## src/logic/ex_mem_pkg.sv

```systemverilog
package ex_mem_pkg;

	typedef logic [31:0] word_t;
	typedef logic [21:0] pc_t;      // instruction address
	typedef logic [4:0]  reg_idx_t;

	parameter int DMEM_ADDR_BITS_DEFAULT = 8;

	typedef enum logic [2:0] {
		alu_add    = 3'd0,
		alu_sub    = 3'd1,
		alu_and    = 3'd2,
		alu_or     = 3'd3,
		alu_xor    = 3'd4,
		alu_sll    = 3'd5,
		alu_srl    = 3'd6,
		alu_pass_t = 3'd7      // forwards t operand
	} alu_op_t;

	typedef enum logic [2:0] {
		br_neq    = 3'd0,
		br_eq     = 3'd1,
		br_gt     = 3'd2,
		br_lt     = 3'd3,
		br_gte    = 3'd4,
		br_lte    = 3'd5,
		br_ovfl   = 3'd6,
		br_uncond = 3'd7
	} branch_cond_t;

	// instruction as issued by decode
	typedef struct packed {
		logic         valid;
		alu_op_t      alu_op;
		word_t        s_data;
		word_t        t_data;
		word_t        sprite_data;
		reg_idx_t     dst_reg;
		logic         use_dst_reg;
		logic         re;
		logic         we;
		logic         mem_alu_select;
		logic         use_sprite_mem;
		logic         is_branch;
		branch_cond_t branch_cond;
		pc_t          pc;
		pc_t          pc_out;  // branch target
	} ex_req_t;

	typedef struct packed {
		logic         valid;
		logic         ov;
		logic         neg;
		logic         zero;
		word_t        alu_result;
		word_t        s_data;
		word_t        t_data;
		word_t        sprite_data;
		reg_idx_t     dst_reg;
		logic         use_dst_reg;
		logic         re;
		logic         we;
		logic         mem_alu_select;
		logic         use_sprite_mem;
		logic         is_branch;
		branch_cond_t branch_cond;
		pc_t          pc;
		pc_t          pc_out;
	} ex_mem_t;

	typedef struct packed {
		logic     valid;  // register write happens
		reg_idx_t dst_reg;
		word_t    data;
	} wb_t;

endpackage

```

## src/logic/ex_mem_pipeline_reg.sv

```systemverilog
`timescale 1ns/1ns

module ex_mem_pipeline_reg import ex_mem_pkg::*; (
	input  logic    clk,
	input  logic    rst_n,
	input  logic    hlt,
	input  logic    flush,
	input  ex_mem_t ex_out,
	output ex_mem_t mem_in
);

	// whole bundle clears, control bits included
	always_ff @(posedge clk or negedge rst_n) begin
		if (!rst_n) begin
			mem_in <= '0;
		end else if (flush) begin
			mem_in <= '0;  // drop younger instruction
		end else if (!hlt) begin
			mem_in <= ex_out;
		end
	end

	// a flushed slot carries no instruction into MEM
	a_flush_clears: assert property (
		@(posedge clk) disable iff (!rst_n)
		(flush && !hlt) |=> !mem_in.valid
	) else $error("ex_mem_pipeline_reg: valid instruction survived a flush");

endmodule

```

## config.mk

```make
export PLATFORM = sky130hd
export DESIGN_NAME = ex_mem_pipeline_reg
export DESIGN_NICKNAME = d
export VERILOG_FILES = /design/src/logic/ex_mem_pkg.sv /design/src/logic/ex_mem_pipeline_reg.sv
export SDC_FILE = /design/constraint.sdc
export NUM_CORES = 1
export LEC_CHECK = 0
export ABC_AREA = 1
export BUFFER_PORTS_ARGS = -buffer_cell sky130_fd_sc_hd__buf_2
export CAP_MARGIN = 5
export CORE_AREA = 4 4 147 149
export CTS_BUF_LIST = sky130_fd_sc_hd__clkbuf_4 sky130_fd_sc_hd__clkbuf_8
export DETAILED_ROUTE_END_ITERATION = 7
export DIE_AREA = 0 0 151 153
export HOLD_SLACK_MARGIN = 0.06
export PLACE_DENSITY = 0.72
export SLEW_MARGIN = 10
export SYNTH_ARGS = -nofsm -noshare
export SYNTH_HDL_FRONTEND = slang
export SYNTH_SLANG_ARGS = --single-unit
```

## constraint.sdc

```tcl
create_clock -name clk -period 0.8 [get_ports clk]
set_clock_uncertainty 0.2 [all_clocks]
set_input_delay 0.04 -clock clk [delete_from_list [all_inputs] [get_ports clk]]
set_output_delay 0.04 -clock clk [all_outputs]
set_load 0.01 [all_outputs]
```

; Yosys cells after proc, flatten, opt, wreduce, memory -nomap -nowiden
; Cells that the tools add are included.
[classes]
muxes = 2
n_eq_ne = 1
[op_table]
columns = op, n
row1 = 190-bit 2-to-1 mux, 2
row2 = 2-bit by 1-bit != test with 1-bit output (second input constant), 1
[totals]
regBits = 190
in_bits = 194
out_inout_bits = 190

; Longest topological paths before layout
[depth]
depth_word = 2
ltp_mapped = 5
mapped_depth_nobuf = 3

; Worst setup path after synthesis
; OpenSTA, ideal clock, no wires.
[synth_timing]
path_type = input-to-reg
start = in flush
end = reg mem_in[0] (netlist bit)
arrival_ps = 663
path_buffers = 2
path_slack_ps = -128
setup_ps = 65
cell_stages = 5
cell_sequence = nor2_4 buf_2 buf_2 nand2_1 nand2_1
[synth_via]
elab_chain_cells = 1
[synth_lines]
columns = item, line
row1 = start: declaration, ex_mem_pipeline_reg.sv:7  ; input logic flush,
row2 = 2-bit by 1-bit != test with 1-bit output (no line) or 190-bit 2-to-1 mux (tied branches), -
row3 = end signal: assignment, ex_mem_pipeline_reg.sv:19  ; mem_in <= ex_out;
row4 = end: declaration, ex_mem_pipeline_reg.sv:9  ; output ex_mem_t mem_in
; Parallel ways exist; a longest one is shown, timed or not.
; A chain may end at the register's enable or synchronous reset.

; Worst setup path in the final report
[layout_timing]
start = reg mem_in[81] (netlist bit)
end = out mem_in[81] (netlist bit)
; No word-level cell between the ends.

==> results.cfg <==
[sta]
max_slew_margin = 0.794
tightest_slew_ns = 0.307
tns_ns = -106.44
finalSetupViolCount = 392
finalHoldViolCount = 182
rsz0062_at_grt = yes
fin_crit_ns = 1.31
post-route-period-util = 1.63
fmax_mhz = 766
slew_viol_final = 0
layout_setup_ws_ns = -0.505
holdWs_ns = -0.674

[placement]
place_inst = 1485
hpwlAfterDp_um = 17800
routabilityCongestion = 0.809
port_buffers = 383

[cells_and_area]
final_cell_mix = nand2_1 (349), buf_2 (291), dlygate4sd3_1 (202), buf_6 (201), dfrtp_1 (190)
regMostFlops = mem_in
mostFrequentLayoutCell = nand2_1
synthToLayoutAreaGrowth_pct = 103
top_regs = mem_in: 190 flops
drive_above_1_share = 0.477
nets = 1740
regArea_um2 = 4750
fill_cells = 1058
final_core_util = 0.749
layout.cells.non_filler = 1830
largest_reg_flops = 190
multi_input_area_um2 = 3090

[synth]
syn_avg_cell_area_um2 = 9.03
synthesis.nets = 1017
yosysSeqAreaShare = 0.640
ys_warn_count = 0
synth_seq_cells = 190
syn_area_um2 = 7430
synth_cells = 823
synth.distinct_cells = 8

[grt]
overflow = 0
antenna_found_initial = 1
grt_pass1_vias = 9424
grt_pass1_wl_um = 48300
gr-usage-all-layers = 0.264
grt_max_degree = 38

[clock_tree]
h-tree-depth = 4
max-clock-path-buffers = 2
cts_buffers = 17
path_clk_slew_ns = 0.11
cts_root_buf = clkbuf_8
cts_tree = yes
cts.sinks = 190
clkLatencyLatePin_ns = 0.45

[setup_path]
arrival_ns = 1.07
slowest_stage = dfrtp_1
worstSetupPathType = reg2out
cp_cell_sequence = buf_2
cp_num_buf_inv = 1
ff2ff_setup_slack_ns = -0.31
cp-startpoint = mem_in[81]
end_kind = output port
reg2reg_from = mem_in[158]
startpoint_type = register
slowest_delay_ns = 0.45
crit_fanout = 2
crit_family = flip-flops
required_ns = 0.56

[power_and_ir_drop]
ir_drop_v = 0.00111
power.density_nw_per_um2 = 1460
leakage_nw = 8.08

[die]
die_w_um = 151
ios = 384
dieArea_um2 = 23100
rows = 52
initial_core_util = 0.368
dieHeight_um = 153
fp.coreArea_um2 = 20200

[detailed_routing]
first_iter_violations = 618
drt-total-wl_um = 36900
drt-pass1-iter-count = 5
via_count = 9596
drtAntennaViolNets = 0
wire_per_inst_um = 20.2
viasPerCell = 5.24
drc = 0

[status]
violations = negative hold slack, negative setup slack
outcome = finished with violations

[job]
max-cap-violations = 0

[min_path]
hp-class = in2async
## final timing paths
| check | endpoint | cells past startpoint |
|---|---|---|
| hold / removal | mem_in[54] | 2 |
| max in group asynchronous | mem_in[90] | 4 |
| min in group clk | mem_in[45] | 4 |
| setup reg to reg | mem_in[158] | 4 |
| hold reg to reg | mem_in[172] | 2 |
| setup / recovery | mem_in[81] | 1 |
## what timing repair did
action | in CTS | in global routing
setup buffers | 49 | 82
hold endpoints to repair | 380 | 335
endpoints found under the setup margin | 380 | 392
pin swaps | 174 | 75
resized for setup | 152 | 231
hold buffers | 202 | 2
## per-layer routing
metal / part of all wire / GRT usage / wire [µm]
met1: 0.35 / 0.308 / 13000
met2: 0.48 / 0.439 / 17800
met3: 0.10 / 0.0708 / 3690
met4: 0.063 / 0.142 / 2330
met5: 0 / 0 / 0
## area by class of cell
class	count	share of cell area
Clock inverter	12	0.00712
Inverter	1	0.000580
Clock buffer	20	0.0170
Sequential cell	190	0.315
Tap cell	270	0.0224
Timing Repair Buffer	765	0.434
Antenna cell	1	0.000166
Multi-Input combinational cell	571	0.204
## power breakdown
part           leakage [nW]  internal, mW  switching [mW]
clock                 0.170          2.35            3.75
sequential             2.53          10.1           0.475
combinational          5.39          2.85            2.43
## synthesized netlist by cell type, drive strengths merged
| master | instances | share of area |
|---|---|---|
| dfrtp | 190 | 0.64 |
| buf | 40 | 0.028 |
| inv | 1 | 0.00050 |
| nand2 | 380 | 0.19 |
| clkbuf | 21 | 0.011 |
| nand3 | 190 | 0.13 |
| nor2 | 1 | 0.0015 |
## cell families after synthesis
logic type    count (synthesis)  share of synthesized area
flops                       190                      0.640
simple gates                571                      0.321
buf+inv                      62                     0.0387
## metrics by stage
| stage | instance area (µm²) | setup WS, ns | total power [mW] |
|---|---|---|---|
| 2_1_floorplan | 7580 | -0.0594 | 11.8 |
| 3_3_place_gp | 10200 | -0.303 | 13.6 |
| 3_5_place_dp | 10200 | -0.323 | 13.6 |
| 4_1_cts | 13700 | -0.517 | 21.0 |
| 5_1_grt | 15100 | -0.559 | 22.8 |
| 6_report | 15100 | -0.505 | 22.0 |
No activity file was read; power rests on OpenSTA's default activity.
