$ cat src/logic/ex_mem_pkg.sv
package ex_mem_pkg;

	typedef logic [31:0] word_t;
	typedef logic [21:0] pc_t;      // instruction address
	typedef logic [4:0]  reg_idx_t;

	parameter int DMEM_ADDR_BITS_DEFAULT = 8;

	typedef enum logic [2:0] {
		alu_add    = 3'd0,
		alu_sub    = 3'd1,
		alu_and    = 3'd2,
		alu_or     = 3'd3,
		alu_xor    = 3'd4,
		alu_sll    = 3'd5,
		alu_srl    = 3'd6,
		alu_pass_t = 3'd7      // forwards t operand
	} alu_op_t;

	typedef enum logic [2:0] {
		br_neq    = 3'd0,
		br_eq     = 3'd1,
		br_gt     = 3'd2,
		br_lt     = 3'd3,
		br_gte    = 3'd4,
		br_lte    = 3'd5,
		br_ovfl   = 3'd6,
		br_uncond = 3'd7
	} branch_cond_t;

	// instruction as issued by decode
	typedef struct packed {
		logic         valid;
		alu_op_t      alu_op;
		word_t        s_data;
		word_t        t_data;
		word_t        sprite_data;
		reg_idx_t     dst_reg;
		logic         use_dst_reg;
		logic         re;
		logic         we;
		logic         mem_alu_select;
		logic         use_sprite_mem;
		logic         is_branch;
		branch_cond_t branch_cond;
		pc_t          pc;
		pc_t          pc_out;  // branch target
	} ex_req_t;

	typedef struct packed {
		logic         valid;
		logic         ov;
		logic         neg;
		logic         zero;
		word_t        alu_result;
		word_t        s_data;
		word_t        t_data;
		word_t        sprite_data;
		reg_idx_t     dst_reg;
		logic         use_dst_reg;
		logic         re;
		logic         we;
		logic         mem_alu_select;
		logic         use_sprite_mem;
		logic         is_branch;
		branch_cond_t branch_cond;
		pc_t          pc;
		pc_t          pc_out;
	} ex_mem_t;

	typedef struct packed {
		logic     valid;  // register write happens
		reg_idx_t dst_reg;
		word_t    data;
	} wb_t;

endpackage

$ cat src/logic/alu_stage.sv
`timescale 1ns/1ns

module alu_stage import ex_mem_pkg::*; (
	input  ex_req_t req,
	output ex_mem_t ex_out
);

	word_t result;
	logic  ov;
	logic  s_sign;
	logic  t_sign;
	logic  r_sign;

	always_comb begin
		case (req.alu_op)
			alu_add:    result = req.s_data + req.t_data;
			alu_sub:    result = req.s_data - req.t_data;
			alu_and:    result = req.s_data & req.t_data;
			alu_or:     result = req.s_data | req.t_data;
			alu_xor:    result = req.s_data ^ req.t_data;
			alu_sll:    result = req.s_data << req.t_data[4:0];
			alu_srl:    result = req.s_data >> req.t_data[4:0];
			alu_pass_t: result = req.t_data;
			default:    result = '0;
		endcase
	end

	assign s_sign = req.s_data[31];
	assign t_sign = req.t_data[31];
	assign r_sign = result[31];

	// signed overflow, only add and sub can raise it
	always_comb begin
		case (req.alu_op)
			alu_add: ov = (s_sign == t_sign) && (r_sign != s_sign);
			alu_sub: ov = (s_sign != t_sign) && (r_sign != s_sign);
			default: ov = 1'b0;
		endcase
	end

	always_comb begin
		ex_out                = '0;
		ex_out.valid          = req.valid;
		ex_out.ov             = ov;
		ex_out.neg            = r_sign;
		ex_out.zero           = (result == '0);
		ex_out.alu_result     = result;
		ex_out.s_data         = req.s_data;
		ex_out.t_data         = req.t_data;  // store data
		ex_out.sprite_data    = req.sprite_data;
		ex_out.dst_reg        = req.dst_reg;
		ex_out.use_dst_reg    = req.use_dst_reg;
		ex_out.re             = req.re;
		ex_out.we             = req.we;
		ex_out.mem_alu_select = req.mem_alu_select;
		ex_out.use_sprite_mem = req.use_sprite_mem;
		ex_out.is_branch      = req.is_branch;
		ex_out.branch_cond    = req.branch_cond;
		ex_out.pc             = req.pc;
		ex_out.pc_out         = req.pc_out;
	end

	// decode must never issue an undefined operation
	always_comb begin
		if (req.valid) begin
			assert ($isunknown(req.alu_op) == 1'b0)
				else $error("alu_stage: unknown alu_op on a valid instruction");
		end
	end

endmodule

$ cat config.mk
export PLATFORM = sky130hd
export DESIGN_NAME = alu_stage
export DESIGN_NICKNAME = d
export VERILOG_FILES = /design/src/logic/ex_mem_pkg.sv /design/src/logic/alu_stage.sv
export SDC_FILE = /design/constraint.sdc
export NUM_CORES = 1
export LEC_CHECK = 0
export BUFFER_PORTS_ARGS = -buffer_cell sky130_fd_sc_hd__buf_2
export CORE_AREA = 2 2 135 137
export DETAILED_ROUTE_END_ITERATION = 10
export DIE_AREA = 0 0 137 139
export PLACE_DENSITY_LB_ADDON = 0.2
export SYNTH_ARGS = -nofsm -noshare
export SYNTH_HDL_FRONTEND = slang
export SYNTH_SLANG_ARGS = --single-unit
$ cat constraint.sdc
create_clock -name vclk -period 15
set_clock_uncertainty 0.05 [all_clocks]
set_input_delay 3 -clock vclk [all_inputs]
set_output_delay 3 -clock vclk [all_outputs]
set_load 0.01 [all_outputs]
==> Yosys cells after proc, flatten, opt, wreduce, memory -nomap -nowiden <==
Index checks and enable logic that the tools add are counted.
{ "classes": {"eq_ne": 10, "muxes": 2, "bitwise_logic": 3, "n_reduce_logical": 4, "n_shift": 2, "add_sub_neg": 2} }
{ "ops": {"columns": ["op", "n"], "rows": [
  ["case mux 32 bit (8 select lines)", 1],
  ["adder 32 bit", 1],
  ["AND 32 bit", 1],
  ["zero test 32 bit", 1],
  ["bitwise OR 32 bit", 1],
  ["<< shifter 32 x 5 -> 32 bit", 1],
  [">> shifter 32 x 5 -> 32 bit", 1],
  ["subtractor 32 bit", 1],
  ["XOR 32 bit", 1],
  ["equality test 3 bit, second input constant", 4],
  ["equality test 3 x 2 -> 1 bit, second input constant", 2],
  ["equality test 3 x 1 -> 1 bit, second input constant", 1],
  ["zero test 3 bit", 1],
  ["logical AND 1 bit", 2],
  ["!= test 1 bit", 2],
  ["case mux 1 bit (2 select lines)", 1],
  ["equality test 1 bit", 1]
]} }
{ "word_totals": {"out_inout_bits": 190, "regBits": 0, "word_cells": 23} }

==> Longest topological paths before layout <==
Gate-level depths: netlist of run 1.
{ "depth": {"depth_word": 5, "mapped_depth": 26} }

==> Least setup slack after synthesis of run 1 <==
OpenSTA, ideal clock, no wires.
{ "synth_timing": {"kind": "input -> output", "startpoint": "input port req[90] (netlist bit)", "endpoint": "output port ex_out[186] (netlist bit)", "arrival_ps": 8467, "path_buffers": 7, "path_slack_ps": 3483, "required_ps": 11950, "path_stages": 22, "path_cell_list": "buf_6 buf_12 buf_6 buf_2 buf_2 buf_2 buf_1 o21ai_0 xnor2_1 ha_1 and3_1 a221oi_1 xnor2_1 a221oi_1 nand3_1 or4_1 or4_1 or4_1 or4_1 nor4_2 nand4_1 nor3b_2"} }
{ "synth_rtl": {"columns": ["item", "line_no", "rtl"], "rows": [
  ["start, declared", "alu_stage.sv:4", "input ex_req_t req,"],
  ["end, declared", "alu_stage.sv:5", "output ex_mem_t ex_out"]
]} }

==> results of run 1 <==
through the flow:
step	worst slack [ps]	power, W
2_1_floorplan	3480	0.000288
3_3_place_gp	3180	0.000386
3_5_place_dp	2990	0.000386
4_1_cts	2990	0.000388
5_1_grt	2610	0.000428
6_report	2890	0.000401
how the worst min path moves through the flow:
stage / slack [ps] / startpoint / depth (start not counted) / to
floorplan: 6040 / req[0] / 1 / ex_out[0]
global placement: 5950 / req[11] / 0 / ex_out[11]
detailed placement: 5950 / req[11] / 0 / ex_out[11]
CTS: 5950 / req[11] / 0 / ex_out[11]
global route: 5950 / req[12] / 0 / ex_out[12]
finish: 5950 / req[12] / 0 / ex_out[12]
cells in the final DEF, fill, tap and decap left out, types with 28 or more instances in the layout:
master / n
nand2_1: 134
nand3_1: 35
o21ai_0: 80
mux2_2: 28
a21oi_1: 67
nor2_1: 84
xnor2_1: 41
ha_1: 97
mux2i_1: 58
inv_1: 75
buf_2: 165
area by class of cell:
class	instances	area, sq um
multi-input cells	982	7500
well taps	229	287
inverters	80	300
fillers	1805	8590
repair buffers	185	976
layer usage:
layer / part of all wire / wire length, um / up-vias
li1: - / - / 4522
met1: 0.42 / 15900 / 4850
met2: 0.42 / 16000 / 644
met3: 0.12 / 4510 / 103
met4: 0.033 / 1230 / 0
met5: 0 / 0 / -
where the power goes:
group	leakage, nW	switching [W]	internal (W)
Sequential	0	0	0
Combinational	4.21	0.000254	0.000147
Clock	0	0	0
Total	4.21	0.000254	0.000147
cells by family (layout without fill, tap and decap cells):
kind of cell	count (synthesis)	after routing	share of synthesized area
mux	121	121	0.187
compound gates	348	348	0.252
xor+xnor	50	50	0.0470
simple gates	365	365	0.186
fa+ha+maj	98	98	0.133
buf+inv	315	265	0.195
==> impl_metrics.toml, run 1 <==
[timing]
final.min_clock_period_ps = 12110
fmax_ghz = 0.0826
fin_tns_setup_ps = 0
setup_violating_endpoint_count_in_the_final_report = 0
max_slew.worst_pin.slew_ps = 862
timing.final.max_slew_violations = 0
fin_hold_ws_ps = 5950
timing_hold_violations_final = 0
fin_crit_sh = 0.807
maxSlewHeadroom = 0.420
setup_repair_after_global_routing_missed_its_margin = "no"

[cells_and_area]
clock_buffers = 0
synthToLayoutAreaGrowth_pct = -2.63
layoutNonFillerInstCount = 1476
seq_cells = 0
insertedDiodeCount = 0
nets = 1505
final_area_sq_um = 9060
sequential_cell_area_sq_um = 0
post_route_cells_drive_above_1_share = 0.200
postLayoutCoreUtil = 0.513

[placed_design]
detailed_place_hpwl_um = 28900
placed_cells_incl_taps = 1476
finalWeightedCongestion = 1.06
placement.io_buffers = 166
dpl-instance-area_sq_um = 9060

[worst_setup_path]
cp.required_ps = 11950
max_fanout_on_critical_path = 38
crit_chain = "buf_2, buf_4, or2_2, nor2_1, buf_4, a31oi_1, xnor2_1, ha_1, and3_1, a221oi_1, xnor2_1, a221oi_1, nand3_1, or4_1, or4_1, or4_1, or4_1, nor4_2, nand4_1, nor3b_2, buf_2"
critPathSlowestCell = "or2_2"
crit_type = "primary input to primary output"
worst_path_most_repeated_cell = "or4_1"
crit_cells = 21
setup.worst_path.end_class = "primary output"
critical_path_source_type = "primary input"
critPathLaunch = "req[155]"
timing.critical_path.to = "ex_out[186]"
crit_buf_inv = 4
arrival_ps = 9060
critical_path.top_delay_family = "simple AND/OR/NAND/NOR gates"
worst_path_largest_cell_delay_ps = 600

[drt]
post_drt_via_cell_ratio = 6.86
drt_first_pass_iters = 8
drc_errors = 0
detail_route.iter0.violations = 1175
detailroute.via_count = 10100
totalWireLength_um = 37600
route.antenna.remaining_nets = 0
routed_wire_length_per_instance_um = 25.4

[pwr]
power_dens_cells_nw_per_um2 = 44.2
vdd.ir_drop.worst_mv = 0.0202
static-leakage-power_nw = 4.21

[logic_synthesis]
synth_cells = 1297
synthesis.yosys.warnings = 0
post_syn_nets = 1553
mappedNetlistArea_sq_um = 9310
list_of_most_frequent_post_synthesis_cells = "158 x buf_4, 134 x nand2_1, 97 x ha_1"
post-synth-top-count-cell = "buf_4"
yosysTopAreaCellShare = 0.130
netlist.top_cell.by_area = "ha_1"
synth.lib_cells_used.distinct = 81
ys_top_cells_by_area = "ha_1 13%, buf_4 13%, mux2i_1 6.2%"
postSynthAreaPerCell_sq_um = 7.18
seq_area_frac_synth = 0

[global_routing]
grt-ovfl-total = 0
grt_max_degree = 57
globalRoute.busiestLayer = "met2"
number_of_global_route_vias_before_repair = 9254
grt_pass1_wl_um = 56600
grt_use_met3 = 0.0786
groute.layer.met2.usage = 0.563
antenna_found_initial = 0
groute.usage.overall = 0.381
global_route_met1_utilization = 0.555

[die]
die-area_sq_um = 19000
io-pin-count = 348
core_area_sq_um = 17700
placementRows = 49
start_util = 0.527
die-width_um = 137
fp.dieH_um = 139

[outcome]
run_status = "finished clean"

[hold_path]
hold_class = "primary input to primary output"

[run]
maxCapViolations = 0

[cts]
post-cts-setup-buffer-count = 0
postCtsResizedCells = 0
cts_hold_buffers = 0
(Power assumes the default switching activity.)
==> inputs of run 2 (changes only) <==
--- a/config.mk
+++ b/config.mk
@@ -6,9 +6,10 @@
 export NUM_CORES = 1
 export LEC_CHECK = 0
 export BUFFER_PORTS_ARGS = -buffer_cell sky130_fd_sc_hd__buf_2
-export CORE_AREA = 2 2 135 137
+export CORE_ASPECT_RATIO = 2
+export CORE_MARGIN = 2
+export CORE_UTILIZATION = 48
 export DETAILED_ROUTE_END_ITERATION = 10
-export DIE_AREA = 0 0 137 139
 export PLACE_DENSITY_LB_ADDON = 0.2
 export SYNTH_ARGS = -nofsm -noshare
 export SYNTH_HDL_FRONTEND = slang
==> constraint.sdc (replaced) <==
create_clock -name vclk -period 10.3
set_clock_uncertainty 0.05 [all_clocks]
set_input_delay 2.06 -clock vclk [all_inputs]
set_output_delay 2.06 -clock vclk [all_outputs]
set_load 0.01 [all_outputs]
==> impl_metrics.toml, run 2 (synthesized netlist as in run 1, its figures left out) <==
[outcome]
run_status = "finished clean"

[timing]
max_slew.worst_pin.slew_ps = 1130
fin_hold_ws_ps = 4070
timing.final.max_slew_violations = 0
postLayoutSetupSlackWorst_ps = 801
fin_crit_sh = 0.922
setup_repair_after_global_routing_missed_its_margin = "no"
final.min_clock_period_ps = 9500
fin_tns_setup_ps = 0
maxSlewHeadroom = 0.227
fmax_ghz = 0.105
setup_violating_endpoint_count_in_the_final_report = 0
timing_hold_violations_final = 0

[drt]
drc_errors = 0
drt_first_pass_iters = 5
route.antenna.remaining_nets = 0
detail_route.iter0.violations = 985
detailroute.via_count = 10400
routed_wire_length_per_instance_um = 29.9
totalWireLength_um = 45400
post_drt_via_cell_ratio = 6.87

[global_routing]
antenna_found_initial = 1
global_route_met1_utilization = 0.426
grt_use_met3 = 0.0682
grt_pass1_wl_um = 64800
groute.layer.met2.usage = 0.724
groute.usage.overall = 0.428
grt-ovfl-total = 0
globalRoute.busiestLayer = "met2"
grt_max_degree = 54
number_of_global_route_vias_before_repair = 10000

[worst_setup_path]
crit_type = "primary input to primary output"
worst_path_largest_cell_delay_ps = 530
crit_cells = 23
critical_path_source_type = "primary input"
setup.worst_path.end_class = "primary output"
crit_chain = "buf_2, nor2_1, nand4_1, nand2b_1, nor2_1, inv_1, nor2_1, nor2_1, xnor2_1, ha_1, a21o_1, a21o_1, a21o_1, and3_1, a2111oi_0, o21ai_0, xnor2_1, a21o_1, or4_1, nor4_2, nand4_1, nor3b_2, buf_2"
critical_path.top_delay_family = "simple AND/OR/NAND/NOR gates"
arrival_ps = 7390
crit_buf_inv = 3
cp.required_ps = 8190
max_fanout_on_critical_path = 22
critPathSlowestCell = "or4_1"

[cells_and_area]
final_area_sq_um = 9210
seq_cells = 0
layout.cells.most_common = "buf_2"
nets = 1519
commonest_cells_after_routing_fill_and_taps_aside = "165 x buf_2, 134 x nand2_1, 97 x ha_1"
insertedDiodeCount = 0
sequential_cell_area_sq_um = 0
multi_input_area_sq_um = 7500
synthToLayoutAreaGrowth_pct = -1.10
fillers = 2077
clock_buffers = 0
post_route_cells_drive_above_1_share = 0.209

[pwr]
power_dens_cells_nw_per_um2 = 66.5
vdd.ir_drop.worst_mv = 0.0429
design_power_total_w = 0.000612
power.combinational.fraction = 1.000
clock_power_share = 0
static-leakage-power_nw = 4.28
power.share.sequential = 0
netSwitchingFraction = 0.644
power.internal_w = 0.000218
total_switching_power_w = 0.000394

[placed_design]
detailed_place_hpwl_um = 35600
placement.io_buffers = 166
finalWeightedCongestion = 1.05
placement_setup_slack_ps = 931
dpl-instance-area_sq_um = 9210

[cts]
cts_hold_buffers = 0
postCtsResizedCells = 0
post-cts-setup-buffer-count = 0

[die]
die-width_um = 102
fp.dieH_um = 201
die-area_sq_um = 20600
start_util = 0.485
io-pin-count = 348
core_area_sq_um = 19200
placementRows = 72

[hold_path]
hold_path_depth = 0
hold_class = "primary input to primary output"

[run]
maxCapViolations = 0
run 2: per-stage QoR:
| step | utilization | std cells |
|---|---|---|
| 2_1_floorplan | - | 1297 |
| 3_3_place_gp | 0.480 | 1520 |
| 3_5_place_dp | 0.480 | 1520 |
| 4_1_cts | 0.480 | 1520 |
| 5_1_grt | 0.480 | 1520 |
| 6_report | 0.480 | 1520 |
run 2: cell type report:
class,count,share of cell area
multi-input combinational,982,0.815
tap,259,0.0352
inverter,80,0.0326
timing repair buffer,199,0.117
run 2: power groups by stage:
stage	Combinational, W	Sequential (W)	Clock [W]
after floorplan	0.000420	0	0
after global placement	0.000589	0	0
after detailed placement	0.000589	0	0
after CTS	0.000593	0	0
after global routing	0.000649	0	0
final	0.000612	0	0
run 2: routing by layer:
layer | wire, um | vias to the layer above
met5 | 13 | -
met4 | 5890 | 2
met3 | 3540 | 331
met2 | 21800 | 654
met1 | 14100 | 4891
li1 | - | 4557
run 2: final timing paths:
check | start | end
min | req[16] | ex_out[16]
max | req[94] | ex_out[186]
==> inputs of run 3 (changes only) <==
--- a/config.mk
+++ b/config.mk
@@ -5,6 +5,7 @@
 export SDC_FILE = /design/constraint.sdc
 export NUM_CORES = 1
 export LEC_CHECK = 0
+export ABC_AREA = 1
 export BUFFER_PORTS_ARGS = -buffer_cell sky130_fd_sc_hd__buf_2
 export CORE_ASPECT_RATIO = 2
 export CORE_MARGIN = 2
==> impl_metrics.toml, run 3 <==
[outcome]
run_status = "finished clean"

[worst_setup_path]
worst_path_largest_cell_delay_ps = 770
timing.critical_path.to = "ex_out[186]"
critical_path.top_delay_family = "simple AND/OR/NAND/NOR gates"
max_fanout_on_critical_path = 21
critPathLaunch = "req[155]"
crit_type = "primary input to primary output"
crit_cells = 24
cp.required_ps = 8190
crit_buf_inv = 4
crit_chain = "buf_2, nor2_2, inv_1, nor2_1, inv_1, nand2_1, o21ai_0, xor2_1, ha_1, nand2_1, nor2_1, nand2_1, nor3_1, nand2_1, nand2_1, nand2_1, nand3_1, nand2_1, nor2_1, nand3_1, nor2_1, nand3_1, nor2_1, buf_2"
setup.worst_path.end_class = "primary output"
arrival_ps = 7480
worst_path_most_repeated_cell = "nand2_1"
critical_path_source_type = "primary input"
critPathSlowestCell = "nor2_1"

[pwr]
total_switching_power_w = 0.000421
power.share.sequential = 0
power.internal_w = 0.000176
clock_power_share = 0
power_dens_cells_nw_per_um2 = 62.9
power.combinational.fraction = 1.000
static-leakage-power_nw = 5.51
netSwitchingFraction = 0.705
vdd.ir_drop.worst_mv = 0.0354

[hold_path]
hold_class = "primary input to primary output"

[timing]
fin_tns_setup_ps = 0
max_slew.worst_pin.slew_ps = 1190
timing.final.max_slew_violations = 0
postLayoutSetupSlackWorst_ps = 711
maxSlewHeadroom = 0.204
timing_hold_violations_final = 0
setup_repair_after_global_routing_missed_its_margin = "no"
fin_crit_sh = 0.931
setup_violating_endpoint_count_in_the_final_report = 0
fmax_ghz = 0.104
final.min_clock_period_ps = 9590

[cells_and_area]
postLayoutCoreUtil = 0.469
clock_buffers = 0
nets = 2055
layout.cells.most_common = "nand2_1"
seq_cells = 0
final_area_sq_um = 9500
sequential_cell_area_sq_um = 0
insertedDiodeCount = 0
post_route_cells_drive_above_1_share = 0.130
commonest_cells_after_routing_fill_and_taps_aside = "542 x nand2_1, 322 x nand3_1, 207 x inv_1"
synthToLayoutAreaGrowth_pct = -3.08

[drt]
drc_errors = 0
detail_route.iter0.violations = 1013
detailroute.via_count = 12200
drt_first_pass_iters = 5
totalWireLength_um = 48700
route.antenna.remaining_nets = 0
post_drt_via_cell_ratio = 5.91
routed_wire_length_per_instance_um = 23.6

[die]
start_util = 0.484
core_area_sq_um = 20300
io-pin-count = 348
die-area_sq_um = 21700
placementRows = 74
fp.dieH_um = 206
die-width_um = 105

[run]
maxCapViolations = 0

[logic_synthesis]
seq_area_frac_synth = 0
compound_gate_portion_of_the_synthesized_area = 0.111
synth_top_family_by_area = "simple AND/OR/NAND/NOR gates"
post_syn_nets = 2100
yosysTopAreaCellShare = 0.208
postSynthAreaPerCell_sq_um = 5.32
synth_simple_gate_area_frac = 0.484
synthesis.yosys.warnings = 0
synth.lib_cells_used.distinct = 52
synth_cells = 1844
mappedNetlistArea_sq_um = 9800
synth-xor-area-share = 0.0365
post-synth-top-count-cell = "nand2_1"
multiplexer_share_of_the_synthesized_area = 0
netlist.top_cell.by_area = "nand2_1"
list_of_most_frequent_post_synthesis_cells = "542 x nand2_1, 322 x nand3_1, 207 x inv_1"
synth-adder-area-share = 0.126
ys_top_cells_by_area = "nand2_1 21%, nand3_1 16%, buf_4 13%"

[cts]
postCtsResizedCells = 0
cts_hold_buffers = 0
post-cts-setup-buffer-count = 0

[global_routing]
number_of_global_route_vias_before_repair = 11800
groute.usage.overall = 0.434
groute.layer.met2.usage = 0.780
grt_pass1_wl_um = 70700
global_route_met1_utilization = 0.412
grt-ovfl-total = 0
grt_max_degree = 62
antenna_found_initial = 0
grt_use_met3 = 0.0694
globalRoute.busiestLayer = "met2"

[placed_design]
finalWeightedCongestion = 1.02
detailed_place_hpwl_um = 39900
placement.io_buffers = 166
dpl-instance-area_sq_um = 9500
placement_setup_slack_ps = 776
[run 3: cells by family (layout without fill, tap and decap cells)]
kind of cell    count (synthesis)  after routing
fa+ha+maj                      98             98
compound gates                181            181
xor+xnor                       40             40
buf+inv                       441            394
simple gates                 1084           1084
[run 3: layer usage]
metal / up-vias / share of wire
met4: 0 / 0.12
met5: - / 0
li1: 5754 / -
met1: 5512 / 0.32
met2: 608 / 0.49
met3: 311 / 0.072
[run 3: worst min-delay path by stage]
stage / cells past startpoint / endpoint / from / slack [ps]
5_1_grt: 0 / ex_out[13] / req[13] / 4070
6_report: 0 / ex_out[13] / req[13] / 4070
3_5_place_dp: 0 / ex_out[2] / req[2] / 4070
4_1_cts: 0 / ex_out[2] / req[2] / 4070
2_1_floorplan: 1 / ex_out[0] / req[0] / 4160
3_3_place_gp: 0 / ex_out[2] / req[2] / 4070
[run 3: power by group through the flow]
stage / combinational, W / sequential (W) / clock [W]
after global routing: 0.000649 / 0 / 0
final: 0.000598 / 0 / 0
after detailed placement: 0.000580 / 0 / 0
after global placement: 0.000580 / 0 / 0
after CTS: 0.000582 / 0 / 0
after floorplan: 0.000424 / 0 / 0
[run 3: stage by stage]
| step | total power [W] | hold slack, ps | std cells |
|---|---|---|---|
| 6_report | 0.000598 | 4070 | 2063 |
| 3_3_place_gp | 0.000580 | 4070 | 2063 |
| 4_1_cts | 0.000582 | 4070 | 2063 |
| 5_1_grt | 0.000649 | 4070 | 2063 |
| 3_5_place_dp | 0.000580 | 4070 | 2063 |
| 2_1_floorplan | 0.000424 | 4160 | 1844 |
[run 3: final cells by class]
cell class                      count  area (sq um)
Multi-Input combinational cell   1403          7430
Fill cell                        2386         10800
Inverter                          217           822
Tap cell                          266           333
Timing Repair Buffer              177           913
