==> src/logic/ex_mem_pkg.sv <==
package ex_mem_pkg;

	typedef logic [31:0] word_t;
	typedef logic [21:0] pc_t;      // instruction address
	typedef logic [4:0]  reg_idx_t;

	parameter int DMEM_ADDR_BITS_DEFAULT = 8;

	typedef enum logic [2:0] {
		alu_add    = 3'd0,
		alu_sub    = 3'd1,
		alu_and    = 3'd2,
		alu_or     = 3'd3,
		alu_xor    = 3'd4,
		alu_sll    = 3'd5,
		alu_srl    = 3'd6,
		alu_pass_t = 3'd7      // forwards t operand
	} alu_op_t;

	typedef enum logic [2:0] {
		br_neq    = 3'd0,
		br_eq     = 3'd1,
		br_gt     = 3'd2,
		br_lt     = 3'd3,
		br_gte    = 3'd4,
		br_lte    = 3'd5,
		br_ovfl   = 3'd6,
		br_uncond = 3'd7
	} branch_cond_t;

	// instruction as issued by decode
	typedef struct packed {
		logic         valid;
		alu_op_t      alu_op;
		word_t        s_data;
		word_t        t_data;
		word_t        sprite_data;
		reg_idx_t     dst_reg;
		logic         use_dst_reg;
		logic         re;
		logic         we;
		logic         mem_alu_select;
		logic         use_sprite_mem;
		logic         is_branch;
		branch_cond_t branch_cond;
		pc_t          pc;
		pc_t          pc_out;  // branch target
	} ex_req_t;

	typedef struct packed {
		logic         valid;
		logic         ov;
		logic         neg;
		logic         zero;
		word_t        alu_result;
		word_t        s_data;
		word_t        t_data;
		word_t        sprite_data;
		reg_idx_t     dst_reg;
		logic         use_dst_reg;
		logic         re;
		logic         we;
		logic         mem_alu_select;
		logic         use_sprite_mem;
		logic         is_branch;
		branch_cond_t branch_cond;
		pc_t          pc;
		pc_t          pc_out;
	} ex_mem_t;

	typedef struct packed {
		logic     valid;  // register write happens
		reg_idx_t dst_reg;
		word_t    data;
	} wb_t;

endpackage

==> src/logic/branch_resolver.sv <==
`timescale 1ns/1ns

module branch_resolver import ex_mem_pkg::*; (
	input  ex_mem_t mem_in,
	output logic    branch_taken,
	output pc_t     branch_target,
	output logic    flush
);

	logic cond_met;

	always_comb begin
		case (mem_in.branch_cond)
			br_neq:    cond_met = !mem_in.zero;
			br_eq:     cond_met = mem_in.zero;
			br_gt:     cond_met = !mem_in.neg && !mem_in.zero;
			br_lt:     cond_met = mem_in.neg;
			br_gte:    cond_met = !mem_in.neg;
			br_lte:    cond_met = mem_in.neg || mem_in.zero;
			br_ovfl:   cond_met = mem_in.ov;
			br_uncond: cond_met = 1'b1;
			default:   cond_met = 1'b0;
		endcase
	end

	assign branch_taken = mem_in.valid && mem_in.is_branch && cond_met;

	// fall-through is the next sequential word
	assign branch_target = branch_taken ? mem_in.pc_out : mem_in.pc + pc_t'(1);

	assign flush = branch_taken;  // kill the instruction now in EX

endmodule

==> config.mk <==
export PLATFORM = sky130hd
export DESIGN_NAME = branch_resolver
export DESIGN_NICKNAME = d
export VERILOG_FILES = /design/src/logic/ex_mem_pkg.sv /design/src/logic/branch_resolver.sv
export SDC_FILE = /design/constraint.sdc
export NUM_CORES = 1
export LEC_CHECK = 0
export BUFFER_PORTS_ARGS = -buffer_cell sky130_fd_sc_hd__buf_2
export CAP_MARGIN = 20
export CORE_AREA = 2 2 83 85
export DETAILED_ROUTE_END_ITERATION = 6
export DIE_AREA = 0 0 85 87
export PLACE_DENSITY = 0.59
export SETUP_SLACK_MARGIN = 0.3
export SYNTH_ARGS = -nofsm -noshare
export SYNTH_HDL_FRONTEND = slang
export SYNTH_SLANG_ARGS = --single-unit
==> constraint.sdc <==
create_clock -name vclk -period 1.8
set_input_delay 0.18 -clock vclk [all_inputs]
set_output_delay 0.18 -clock vclk [all_outputs]
set_load 0.05 [all_outputs]
-- Word-level counts from Yosys, hierarchy flattened
Index checks and enable logic that the tools add are counted.
- $add $sub $neg: 1
- equality and inequality tests: 7
- muxes and demuxes: 2
- reductions and logical operators: 7
- operator list (cell ; number):
    $add A22 B1 Y22 const B ; 1
    $mux W22 ; 1
    $eq A3 B3 Y1 const B ; 4
    $pmux W1 S8 ; 1
    $eq A3 B2 Y1 const B ; 2
    $eq A3 B1 Y1 const B ; 1
    $logic_and A1 B1 Y1 ; 3
    $logic_not A3 Y1 ; 1
    $logic_not A1 Y1 ; 2
    $logic_or A1 B1 Y1 ; 1
- register bits after elaboration: 0
- output and inout port bits: 24
- logic and storage cells: 17

-- Longest topological paths before layout
Gate-level depths: netlist (run 1).
- depth in word-level cells: 5
- mapped depth: 7
- gate-level depth less buffers: 6

-- Worst setup path before layout (run 1)
OpenSTA, ideal clock, no wires.
- path type: input-to-output
- start: input mem_in[45] (netlist bit)
- end: output branch_target[0]
- arrival: 1.867 ns
- data required time: 1.620 ns
- slack: -0.247 ns
- cell stages on the path: 5
- cell sequence: o31ai_1 -> a31oi_1 -> o2111ai_2 -> buf_6 -> mux2i_1
- cells in the longest elaborated chain, start to end: 4
- RTL lines (element ; RTL line ; source):
    start: declaration ; branch_resolver.sv:4 ; input ex_mem_t mem_in,
    $eq A3 B3 Y1 (tied with other cells) ; branch_resolver.sv:13 ; case (mem_in.branch_cond)
    $pmux W1 S8 (*) ; branch_resolver.sv:13 ;
    $logic_and A1 B1 Y1 (*) ; branch_resolver.sv:26 ; assign branch_taken = mem_in.valid && mem_in.is_branch && cond_met;
    $mux W22 (*) ; branch_resolver.sv:29 ; assign branch_target = branch_taken ? mem_in.pc_out : mem_in.pc + pc_t'(1);
    end: declaration ; branch_resolver.sv:6 ; output pc_t branch_target,
Mark *: on every way between the ends. The rest lies on a longest branch, timed or not.

-- Worst setup path after layout (run 1)
- start: input mem_in[45] (netlist bit)
- end: output branch_target[3]
The elaborated chain is that of the path after synthesis.

==> results of run 1 <==
[Yosys cell counts]
cell type and instances:
sky130_fd_sc_hd__ha_1 1, sky130_fd_sc_hd__a31oi_1 1, sky130_fd_sc_hd__mux2i_1 2, sky130_fd_sc_hd__mux2_4 18
sky130_fd_sc_hd__nor4_4 1, sky130_fd_sc_hd__buf_6 2, sky130_fd_sc_hd__and2_1 1, sky130_fd_sc_hd__xnor2_1 14
sky130_fd_sc_hd__xor2_1 6, sky130_fd_sc_hd__mux2_2 3, sky130_fd_sc_hd__nor4_1 1, sky130_fd_sc_hd__o2111ai_2 1
sky130_fd_sc_hd__nand2_1 12, sky130_fd_sc_hd__nand4_1 5, sky130_fd_sc_hd__a211oi_2 1, sky130_fd_sc_hd__nand4_2 2
sky130_fd_sc_hd__nor2_1 8, sky130_fd_sc_hd__o31ai_1 1, sky130_fd_sc_hd__buf_4 1, sky130_fd_sc_hd__inv_1 4
sky130_fd_sc_hd__nand3_1 7, sky130_fd_sc_hd__nor3_1 3, sky130_fd_sc_hd__nand2b_1 2
[logic make-up (layout without fill, tap and decap cells)]
family,Yosys count,after routing
AOI/OAI and AO/OA,4,4
xor gates and xnor gates,20,20
buffers and inverters,7,103
muxes,23,23
adders and majority gates,1,1
and+or+nand+nor,42,42
[stage by stage]
step / total power [mW] / std cells / utilization / cell area [sq um] / setup WS (ns)
after floorplan: 0.308 / 97 / - / 852 / 0.105
after global placement: 0.461 / 268 / 0.224 / 1470 / -0.0545
after detailed placement: 0.465 / 268 / 0.224 / 1470 / -0.0684
after CTS: 0.586 / 270 / 0.271 / 1780 / -0.0170
after global routing: 0.652 / 273 / 0.288 / 1890 / -0.0907
final: 0.618 / 273 / 0.288 / 1890 / -0.0236
[cells in the final DEF, fill, tap and decap left out, types with 2 or more instances in the layout]
master	netlist	routed
sky130_fd_sc_hd__buf_2	0	46
sky130_fd_sc_hd__buf_8	0	23
sky130_fd_sc_hd__mux2_4	18	20
sky130_fd_sc_hd__buf_4	1	17
sky130_fd_sc_hd__xnor2_1	14	14
sky130_fd_sc_hd__nand2_1	12	10
sky130_fd_sc_hd__nor2_1	8	8
sky130_fd_sc_hd__buf_6	2	8
sky130_fd_sc_hd__nand3_1	7	6
sky130_fd_sc_hd__xor2_1	6	6
sky130_fd_sc_hd__nand4_1	5	5
sky130_fd_sc_hd__buf_12	0	3
sky130_fd_sc_hd__inv_1	4	2
sky130_fd_sc_hd__nand2_2	0	2
sky130_fd_sc_hd__nand2b_1	2	2
sky130_fd_sc_hd__nor3_1	3	2
sky130_fd_sc_hd__clkbuf_16	0	2
[power breakdown]
part | total (mW) | switching [mW] | leakage, nW | internal, mW
Sequential | 0 | 0 | 0 | 0
Clock | 0 | 0 | 0 | 0
Combinational | 0.618 | 0.314 | 0.895 | 0.304
[per-layer routing]
metal | global-route usage | routed length (microns)
met1 | 0.0994 | 1300
met2 | 0.137 | 1630
met3 | 0.00664 | 222
met4 | 0 | 0
met5 | 0 | 0
[worst min-delay path by stage]
stage / start / end / slack, ns / depth (start not counted)
global route: mem_in[9] / branch_target[9] / 0.71 / 3
detailed placement: mem_in[9] / branch_target[9] / 0.80 / 3
finish: mem_in[9] / branch_target[9] / 0.71 / 3
global placement: mem_in[9] / branch_target[9] / 0.80 / 3
floorplan: mem_in[22] / branch_target[0] / 0.48 / 1
CTS: mem_in[9] / branch_target[9] / 0.71 / 3
[repair_timing]
action,in CTS,in global routing
pin swaps,3,3
buffers inserted,2,1
gates resized for setup,85,9
hold buffers,0,0
cloned,0,2
endpoints found under the setup margin,24,24
[critical path, delay by kind of cell]
kind / cells / cell delay (ns)
compound gates: 2 / 0.41
buf+inv: 4 / 0.59
mux: 1 / 0.31
simple gates: 1 / 0.15
[final cells by class]
| type | instances | area [sq um] | area share |
|---|---|---|---|
| Multi-Input combinational cell | 90 | 868 | 0.459 |
| Tap cell | 80 | 100 | 0.0529 |
| Inverter | 4 | 18.8 | 0.00993 |
| Timing Repair Buffer | 99 | 903 | 0.478 |
==> run_results.csv, run 1 <==
group,metric,value,unit
outcome,status,"finished with violations",
outcome,violations,"setup timing",
critical_path,critical_path_class,"in -> out",
grt,grt_start_max_net_pins,14,
critical_path,setup.worst_path.start_class,"input pin",
placement,io_buffer_count,76,
layout,flow.area_growth_from_synthesis,129,%
grt,grt_first_pass_wirelength,4710,microns
synthesis,synth.area.mux_share,0.392,
sta,unrepaired_setup_endpoints_after_global_routing,"yes",
layout,reg_area,0,sq um
grt,grt.overflow.total,0,
synthesis,syn_area,826,sq um
layout,layout_cells_sized_above_1,0.710,
sta,final-setup-viol-count,15,
route,vias_per_std_cell,3.93,
route,remaining_drc_errors,0,
sta,worst_slew_margin_rel,0.811,
placement,post-dp-hpwl,2420,microns
synthesis,post_synth_inst_count,97,
critical_path,critical_path_arrival,1.64,ns
sta,timing_hold_violations_final,0,
sta,layout_setup_ws,-0.0236,ns
critical_path,launching_element_of_the_worst_setup_path,"mem_in[45]",
synthesis,synth_fa_ha_area_frac,0.0152,
route,detail_route.iter0.violations,19,
floorplanning,ios,214,
critical_path,critical-path-max-stage-delay,0.31,ns
floorplanning,die_area,7400,sq um
floorplanning,floorplan.rows,30,
sta,worst-slew-pin-transition,0.281,ns
route,via_count,1073,
critical_path,cp_cell_sequence,"buf_8 > nand2b_1 > a31oi_2 > o2111ai_4 > buf_12 > clkbuf_16 > mux2_4 > buf_8",
route,wl_per_cell,11.6,microns
layout,fill_cells,675,
synthesis,portion_of_the_post_synthesis_area_used_by_sequential_elements,0,
sta,period_share,1.01,
layout,numSequentialCells,0,
synthesis,syn-mean-instance-area,8.51,sq um
floorplanning,dieWidth,85,microns
route,1st_pass_router_iterations,3,
sta,hold_slack,0.707,ns
synthesis,post_synth_top_area_share,0.327,
critical_path,crit_fanout,5,
grt,antenna_found_initial,0,
synthesis,synthDominantAreaCellType,"sky130_fd_sc_hd__mux2_4",
power_and_ir_drop,total_leakage_power,0.895,nW
job,max_capacitance_violation_count,0,
synthesis,yosys.cell_types.count,23,
layout,diodes,0,
synthesis,synth-xor-area-share,0.212,
layout,clockBufferCount,0,
grt,via_count_of_the_first_global_routing_pass,1070,
critical_path,timing.critical_path.to,"branch_target[3]",
critical_path,cp_data_required_time,1.62,ns
synthesis,synth_top_family_by_area,"multiplexers",
synthesis,synth_nets,288,
floorplanning,coreArea,6570,sq um
hold_path,hold_path.class,"in -> out",
floorplanning,initial_core_util,0.126,
power_and_ir_drop,vdd_drop_max,195,uV
synthesis,synth-compound-area-share,0.0500,
critical_path,worst_path_most_repeated_cell,"sky130_fd_sc_hd__buf_8",
floorplanning,die_y,87,microns
sta,timing_max_transition_violations_final,0,
route,routed_wl,3160,microns
synthesis,yosys_warnings,0,
synthesis,post_synth_and_or_nand_nor_area_fraction,0.276,
route,detail-route-antenna-nets,0,
layout,fin_nets,386,
critical_path,cp-end-kind,"output port",
power_and_ir_drop,cellPowerDensity,327,nW/um^2
critical_path,worst_path_max_delay_cell,"sky130_fd_sc_hd__mux2_4",
sta,timing.final.crit_period,1.82,ns
placement,gp_congestion,0.727,
grt,grt_use_total,0.0742,
sta,maxClockFrequency,0.548,GHz
synthesis,synth_top_area_cells,"sky130_fd_sc_hd__mux2_4, sky130_fd_sc_hd__xnor2_1, sky130_fd_sc_hd__xor2_1",
sta,fin_setup_tns,-0.225,ns
(Power assumes the default switching activity.)
==> run 2: changes to the inputs <==
Settings changed: SETUP_SLACK_MARGIN 0.3 to not set.
==> run_results.csv, run 2 (synthesis results as in run 1) <==
group,metric,value,unit
outcome,status,"finished with violations",
outcome,violations,"setup timing",
route,detail_route.iter0.violations,20,
sta,layout_setup_ws,-0.0170,ns
layout,layout_cells_sized_above_1,0.693,
critical_path,cp-end-kind,"output port",
layout,fill_cells,690,
layout,flow.area_growth_from_synthesis,113,%
sta,hold_slack,0.711,ns
layout,fin_nets,385,
sta,unrepaired_setup_endpoints_after_global_routing,"yes",
grt,grt_first_pass_wirelength,4490,microns
placement,gp_congestion,0.772,
route,via_count,1064,
hold_path,hold_end,"branch_target[1]",
sta,period_share,1.01,
grt,antenna_found_initial,0,
sta,final-setup-viol-count,15,
placement,io_buffer_count,76,
power_and_ir_drop,total_leakage_power,0.878,nW
critical_path,critical_path_arrival,1.64,ns
grt,grt_use_total,0.0700,
layout,reg_area,0,sq um
critical_path,worst_path_max_delay_cell,"sky130_fd_sc_hd__mux2_4",
critical_path,critical_path.top_delay_family,"compound AO/OA/AOI/OAI gates",
layout,diodes,0,
layout,clockBufferCount,0,
hold_path,min-delay-start,"mem_in[1]",
layout,mostFrequentLayoutCell,"sky130_fd_sc_hd__buf_2",
route,1st_pass_router_iterations,4,
sta,timing_hold_violations_final,0,
route,wl_per_cell,10.8,microns
grt,grt.overflow.total,0,
floorplanning,initial_core_util,0.126,
floorplanning,ios,214,
grt,grt_start_max_net_pins,9,
power_and_ir_drop,vdd_drop_max,173,uV
route,remaining_drc_errors,0,
route,vias_per_std_cell,3.91,
sta,timing.final.crit_period,1.82,ns
critical_path,setup.worst_path.start_class,"input pin",
job,max_capacitance_violation_count,0,
critical_path,cp_data_required_time,1.62,ns
sta,worst-slew-pin-transition,0.259,ns
critical_path,cp_cell_sequence,"buf_8 > o31ai_2 > a31oi_2 > o2111ai_4 > buf_12 > buf_12 > mux2_4 > buf_8",
floorplanning,coreArea,6570,sq um
route,detail-route-antenna-nets,0,
floorplanning,dieWidth,85,microns
critical_path,critical_path.n_buffers_inverters,4,
layout,numSequentialCells,0,
power_and_ir_drop,cellPowerDensity,321,nW/um^2
sta,worst_slew_margin_rel,0.827,
grt,via_count_of_the_first_global_routing_pass,1054,
layout,mostFrequentLayoutCells,"sky130_fd_sc_hd__buf_2, sky130_fd_sc_hd__buf_6, sky130_fd_sc_hd__mux2_4, sky130_fd_sc_hd__buf_4, sky130_fd_sc_hd__xnor2_1",
sta,maxClockFrequency,0.550,GHz
clock_network,cts_hold_buffers,0,
critical_path,critical-path-max-stage-delay,0.31,ns
placement,post-dp-hpwl,2400,microns
sta,timing_max_transition_violations_final,0,
layout,layout.core_utilization,0.268,
floorplanning,floorplan.rows,30,
floorplanning,die_area,7400,sq um
hold_path,hold_path.class,"in -> out",
route,routed_wl,2940,microns
hold_path,min_path_cells,3,
critical_path,crit_fanout,8,
floorplanning,die_y,87,microns
critical_path,critical_path_class,"in -> out",
## run 2: cell types whose count changed in the layout (fill, tap and decap cells not counted), sizes merged
| cell | before | now |
|---|---|---|
| buf | 97 | 98 |
| clkbuf | 2 | 0 |
| clkinvlp | 1 | 0 |
| inv | 3 | 4 |
## run 2: report_power, final
group	switching [mW]	leakage, nW	total, mW	internal, mW
Sequential	0	0	0	0
Combinational	0.302	0.878	0.566	0.264
Clock	0	0	0	0
Total	0.302	0.878	0.566	0.264
## run 2: area by class of cell
| type | instances | area (sq um) | share of cell area |
|---|---|---|---|
| Multi-Input combinational cell | 90 | 870 | 0.493 |
| Timing Repair Buffer | 98 | 778 | 0.441 |
| Tap cell | 80 | 100 | 0.0568 |
| Inverter | 4 | 15.0 | 0.00852 |
## run 2: routing by layer
layer,up-vias,part of all wire,GRT usage
li1,539,-,-
met1,474,0.42,0.0916
met2,51,0.50,0.133
met3,0,0.082,0.00569
met4,0,0,0
met5,-,0,0
## run 2: worst max-delay path by stage
stage                     startpoint           endpoint  slack, ns  depth (start not counted)
after CTS                 mem_in[45]   branch_target[1]      -0.03                          8
after global routing      mem_in[45]   branch_target[1]      -0.08                          8
after detailed placement  mem_in[22]  branch_target[16]      -0.22                          9
after floorplan           mem_in[45]              flush       0.08                          6
final                     mem_in[45]   branch_target[2]      -0.02                          8
after global placement    mem_in[22]  branch_target[20]      -0.24                          9
## run 2: metrics by stage
| step | setup WS (ns) | std cells | setup TNS, ns | instance area (sq um) | power (mW) |
|---|---|---|---|---|---|
| final | -0.0170 | 272 | -0.121 | 1760 | 0.566 |
| after global routing | -0.0779 | 272 | -1.29 | 1760 | 0.597 |
| after floorplan | 0.0785 | 97 | 0 | 838 | 0.306 |
| after global placement | -0.241 | 268 | -1.65 | 1460 | 0.459 |
| after CTS | -0.0339 | 271 | -0.467 | 1720 | 0.560 |
| after detailed placement | -0.215 | 268 | -1.62 | 1460 | 0.462 |
## run 2: timing repair
item                                    4_1_cts  5_1_grt
buffers inserted                              2        1
gates cloned                                  1        0
endpoints found under the setup margin       22       22
pin swaps                                     4        3
gates resized for setup                      59        9
## run 2: worst min-delay path, cell delays in order
cell and delay [ns]:
sky130_fd_sc_hd__buf_2 0.07, sky130_fd_sc_hd__mux2_4 0.14, sky130_fd_sc_hd__buf_8 0.14
==> run 3: changes to the inputs <==
Settings changed: BUFFER_PORTS_ARGS -buffer_cell sky130_fd_sc_hd__buf_2 to not set, CORE_AREA 2 2 83 85 to 2 2 84 86, DIE_AREA 0 0 85 87 to 0 0 86 88, DONT_BUFFER_PORTS set to 1, PLACE_DENSITY 0.59 to 0.31, RECOVER_POWER set to 25.
==> run_results.csv, run 3 (synthesis results as in run 1) <==
group,metric,value,unit
clock_network,postCtsSetupBuffers,0,
sta,timing_hold_violations_final,0,
clock_network,cts_resized,0,
sta,timing_max_transition_violations_final,0,
layout,fin_nets,299,
power_and_ir_drop,power.total,0.336,mW
power_and_ir_drop,total_leakage_power,0.405,nW
power_and_ir_drop,vdd_drop_max,112,uV
critical_path,critical_path_class,"in -> out",
critical_path,crit_fanout,13,
floorplanning,die_y,88,microns
route,via_count,771,
sta,final-setup-viol-count,0,
sta,period_share,0.928,
sta,timing.final.crit_period,1.67,ns
grt,grt_start_max_net_pins,14,
job,max_capacitance_violation_count,0,
placement,gp_congestion,0.726,
layout,diodes,0,
layout,clockBufferCount,0,
route,detail_route.iter0.violations,6,
floorplanning,die_area,7570,sq um
floorplanning,ios,214,
route,wl_per_cell,15.1,microns
grt,grt.overflow.total,0,
sta,fin_setup_tns,0,ns
route,detail-route-antenna-nets,0,
floorplanning,coreArea,6640,sq um
layout,layout.core_utilization,0.153,
critical_path,critical_path_arrival,1.49,ns
floorplanning,dieWidth,86,microns
grt,via_count_of_the_first_global_routing_pass,831,
grt,grt_use_total,0.0695,
route,1st_pass_router_iterations,4,
layout,numSequentialCells,0,
grt,antenna_found_initial,0,
route,remaining_drc_errors,0,
sta,unrepaired_setup_endpoints_after_global_routing,"no",
route,routed_wl,2810,microns
outcome,status,"finished, final reports clean",
layout,mostFrequentLayoutCells,"sky130_fd_sc_hd__xnor2_1, sky130_fd_sc_hd__mux2_4, sky130_fd_sc_hd__nand2_1, sky130_fd_sc_hd__buf_4, sky130_fd_sc_hd__nor2_1",
sta,worst-slew-pin-transition,0.293,ns
clock_network,cts_hold_buffers,0,
hold_path,hold_path.class,"in -> out",
critical_path,cp_data_required_time,1.62,ns
floorplanning,initial_core_util,0.124,
placement,io_buffer_count,0,
layout,reg_area,0,sq um
placement,post-dp-hpwl,2630,microns
critical_path,setup.worst_path.start_class,"input pin",
layout,finish.instance_area,1020,sq um
critical_path,cp-end-kind,"output port",
power_and_ir_drop,cellPowerDensity,330,nW/um^2
grt,grt_first_pass_wirelength,4210,microns
sta,maxClockFrequency,0.598,GHz
layout,flow.area_growth_from_synthesis,23.5,%
sta,worst_slew_margin_rel,0.803,
placement,post_place_instance_area,1030,sq um
layout,layout_cells_sized_above_1,0.368,
route,vias_per_std_cell,4.15,
floorplanning,floorplan.rows,30,
[run 3: changes by cell type in the layout (fill, tap and decap cells not counted), moves of 2 or more]
| cell | before | now |
|---|---|---|
| sky130_fd_sc_hd__buf_2 | 51 | 0 |
| sky130_fd_sc_hd__buf_6 | 22 | 0 |
| sky130_fd_sc_hd__buf_4 | 17 | 10 |
| sky130_fd_sc_hd__mux2_2 | 1 | 7 |
| sky130_fd_sc_hd__mux2_4 | 20 | 14 |
| sky130_fd_sc_hd__buf_8 | 4 | 0 |
| sky130_fd_sc_hd__nand2_1 | 10 | 12 |
[run 3: layout make-up]
class | count | area, sq um
fillers | 744 | 5620
multi-input cells | 90 | 790
repair buffers | 12 | 115
well taps | 80 | 100
inverters | 4 | 15.0
[run 3: through the flow]
step	setup WS, ns	cells	hold WS [ns]
finish	0.129	186	0.560
global placement	0.150	186	0.559
floorplan	0.0785	97	0.481
detailed placement	0.107	186	0.561
CTS	0.0991	186	0.561
global route	0.0114	186	0.565
[run 3: power by group]
group / leakage (nW) / internal (mW) / total, mW / switching, mW
combinational: 0.405 / 0.110 / 0.336 / 0.226
clock: 0 / 0 / 0 / 0
sequential: 0 / 0 / 0 / 0
total: 0.405 / 0.110 / 0.336 / 0.226
[run 3: routing by layer]
layer	share of wire	GRT usage	routed length, microns
met2	0.45	0.123	1270
met3	0.15	0.0320	432
met1	0.39	0.0820	1100
met4	0	0	0
met5	0	0	0
[run 3: worst max-delay path: stages]
cell	delay [ns]
sky130_fd_sc_hd__o31ai_1	0.24
sky130_fd_sc_hd__a31oi_1	0.11
sky130_fd_sc_hd__o2111ai_4	0.27
sky130_fd_sc_hd__buf_12	0.20
sky130_fd_sc_hd__mux2_2	0.48
[run 3: path summary, 6_finish.rpt]
kind  startpoint                to  depth (start not counted)
max   mem_in[45]  branch_target[1]                          5
min   mem_in[22]  branch_target[0]                          2
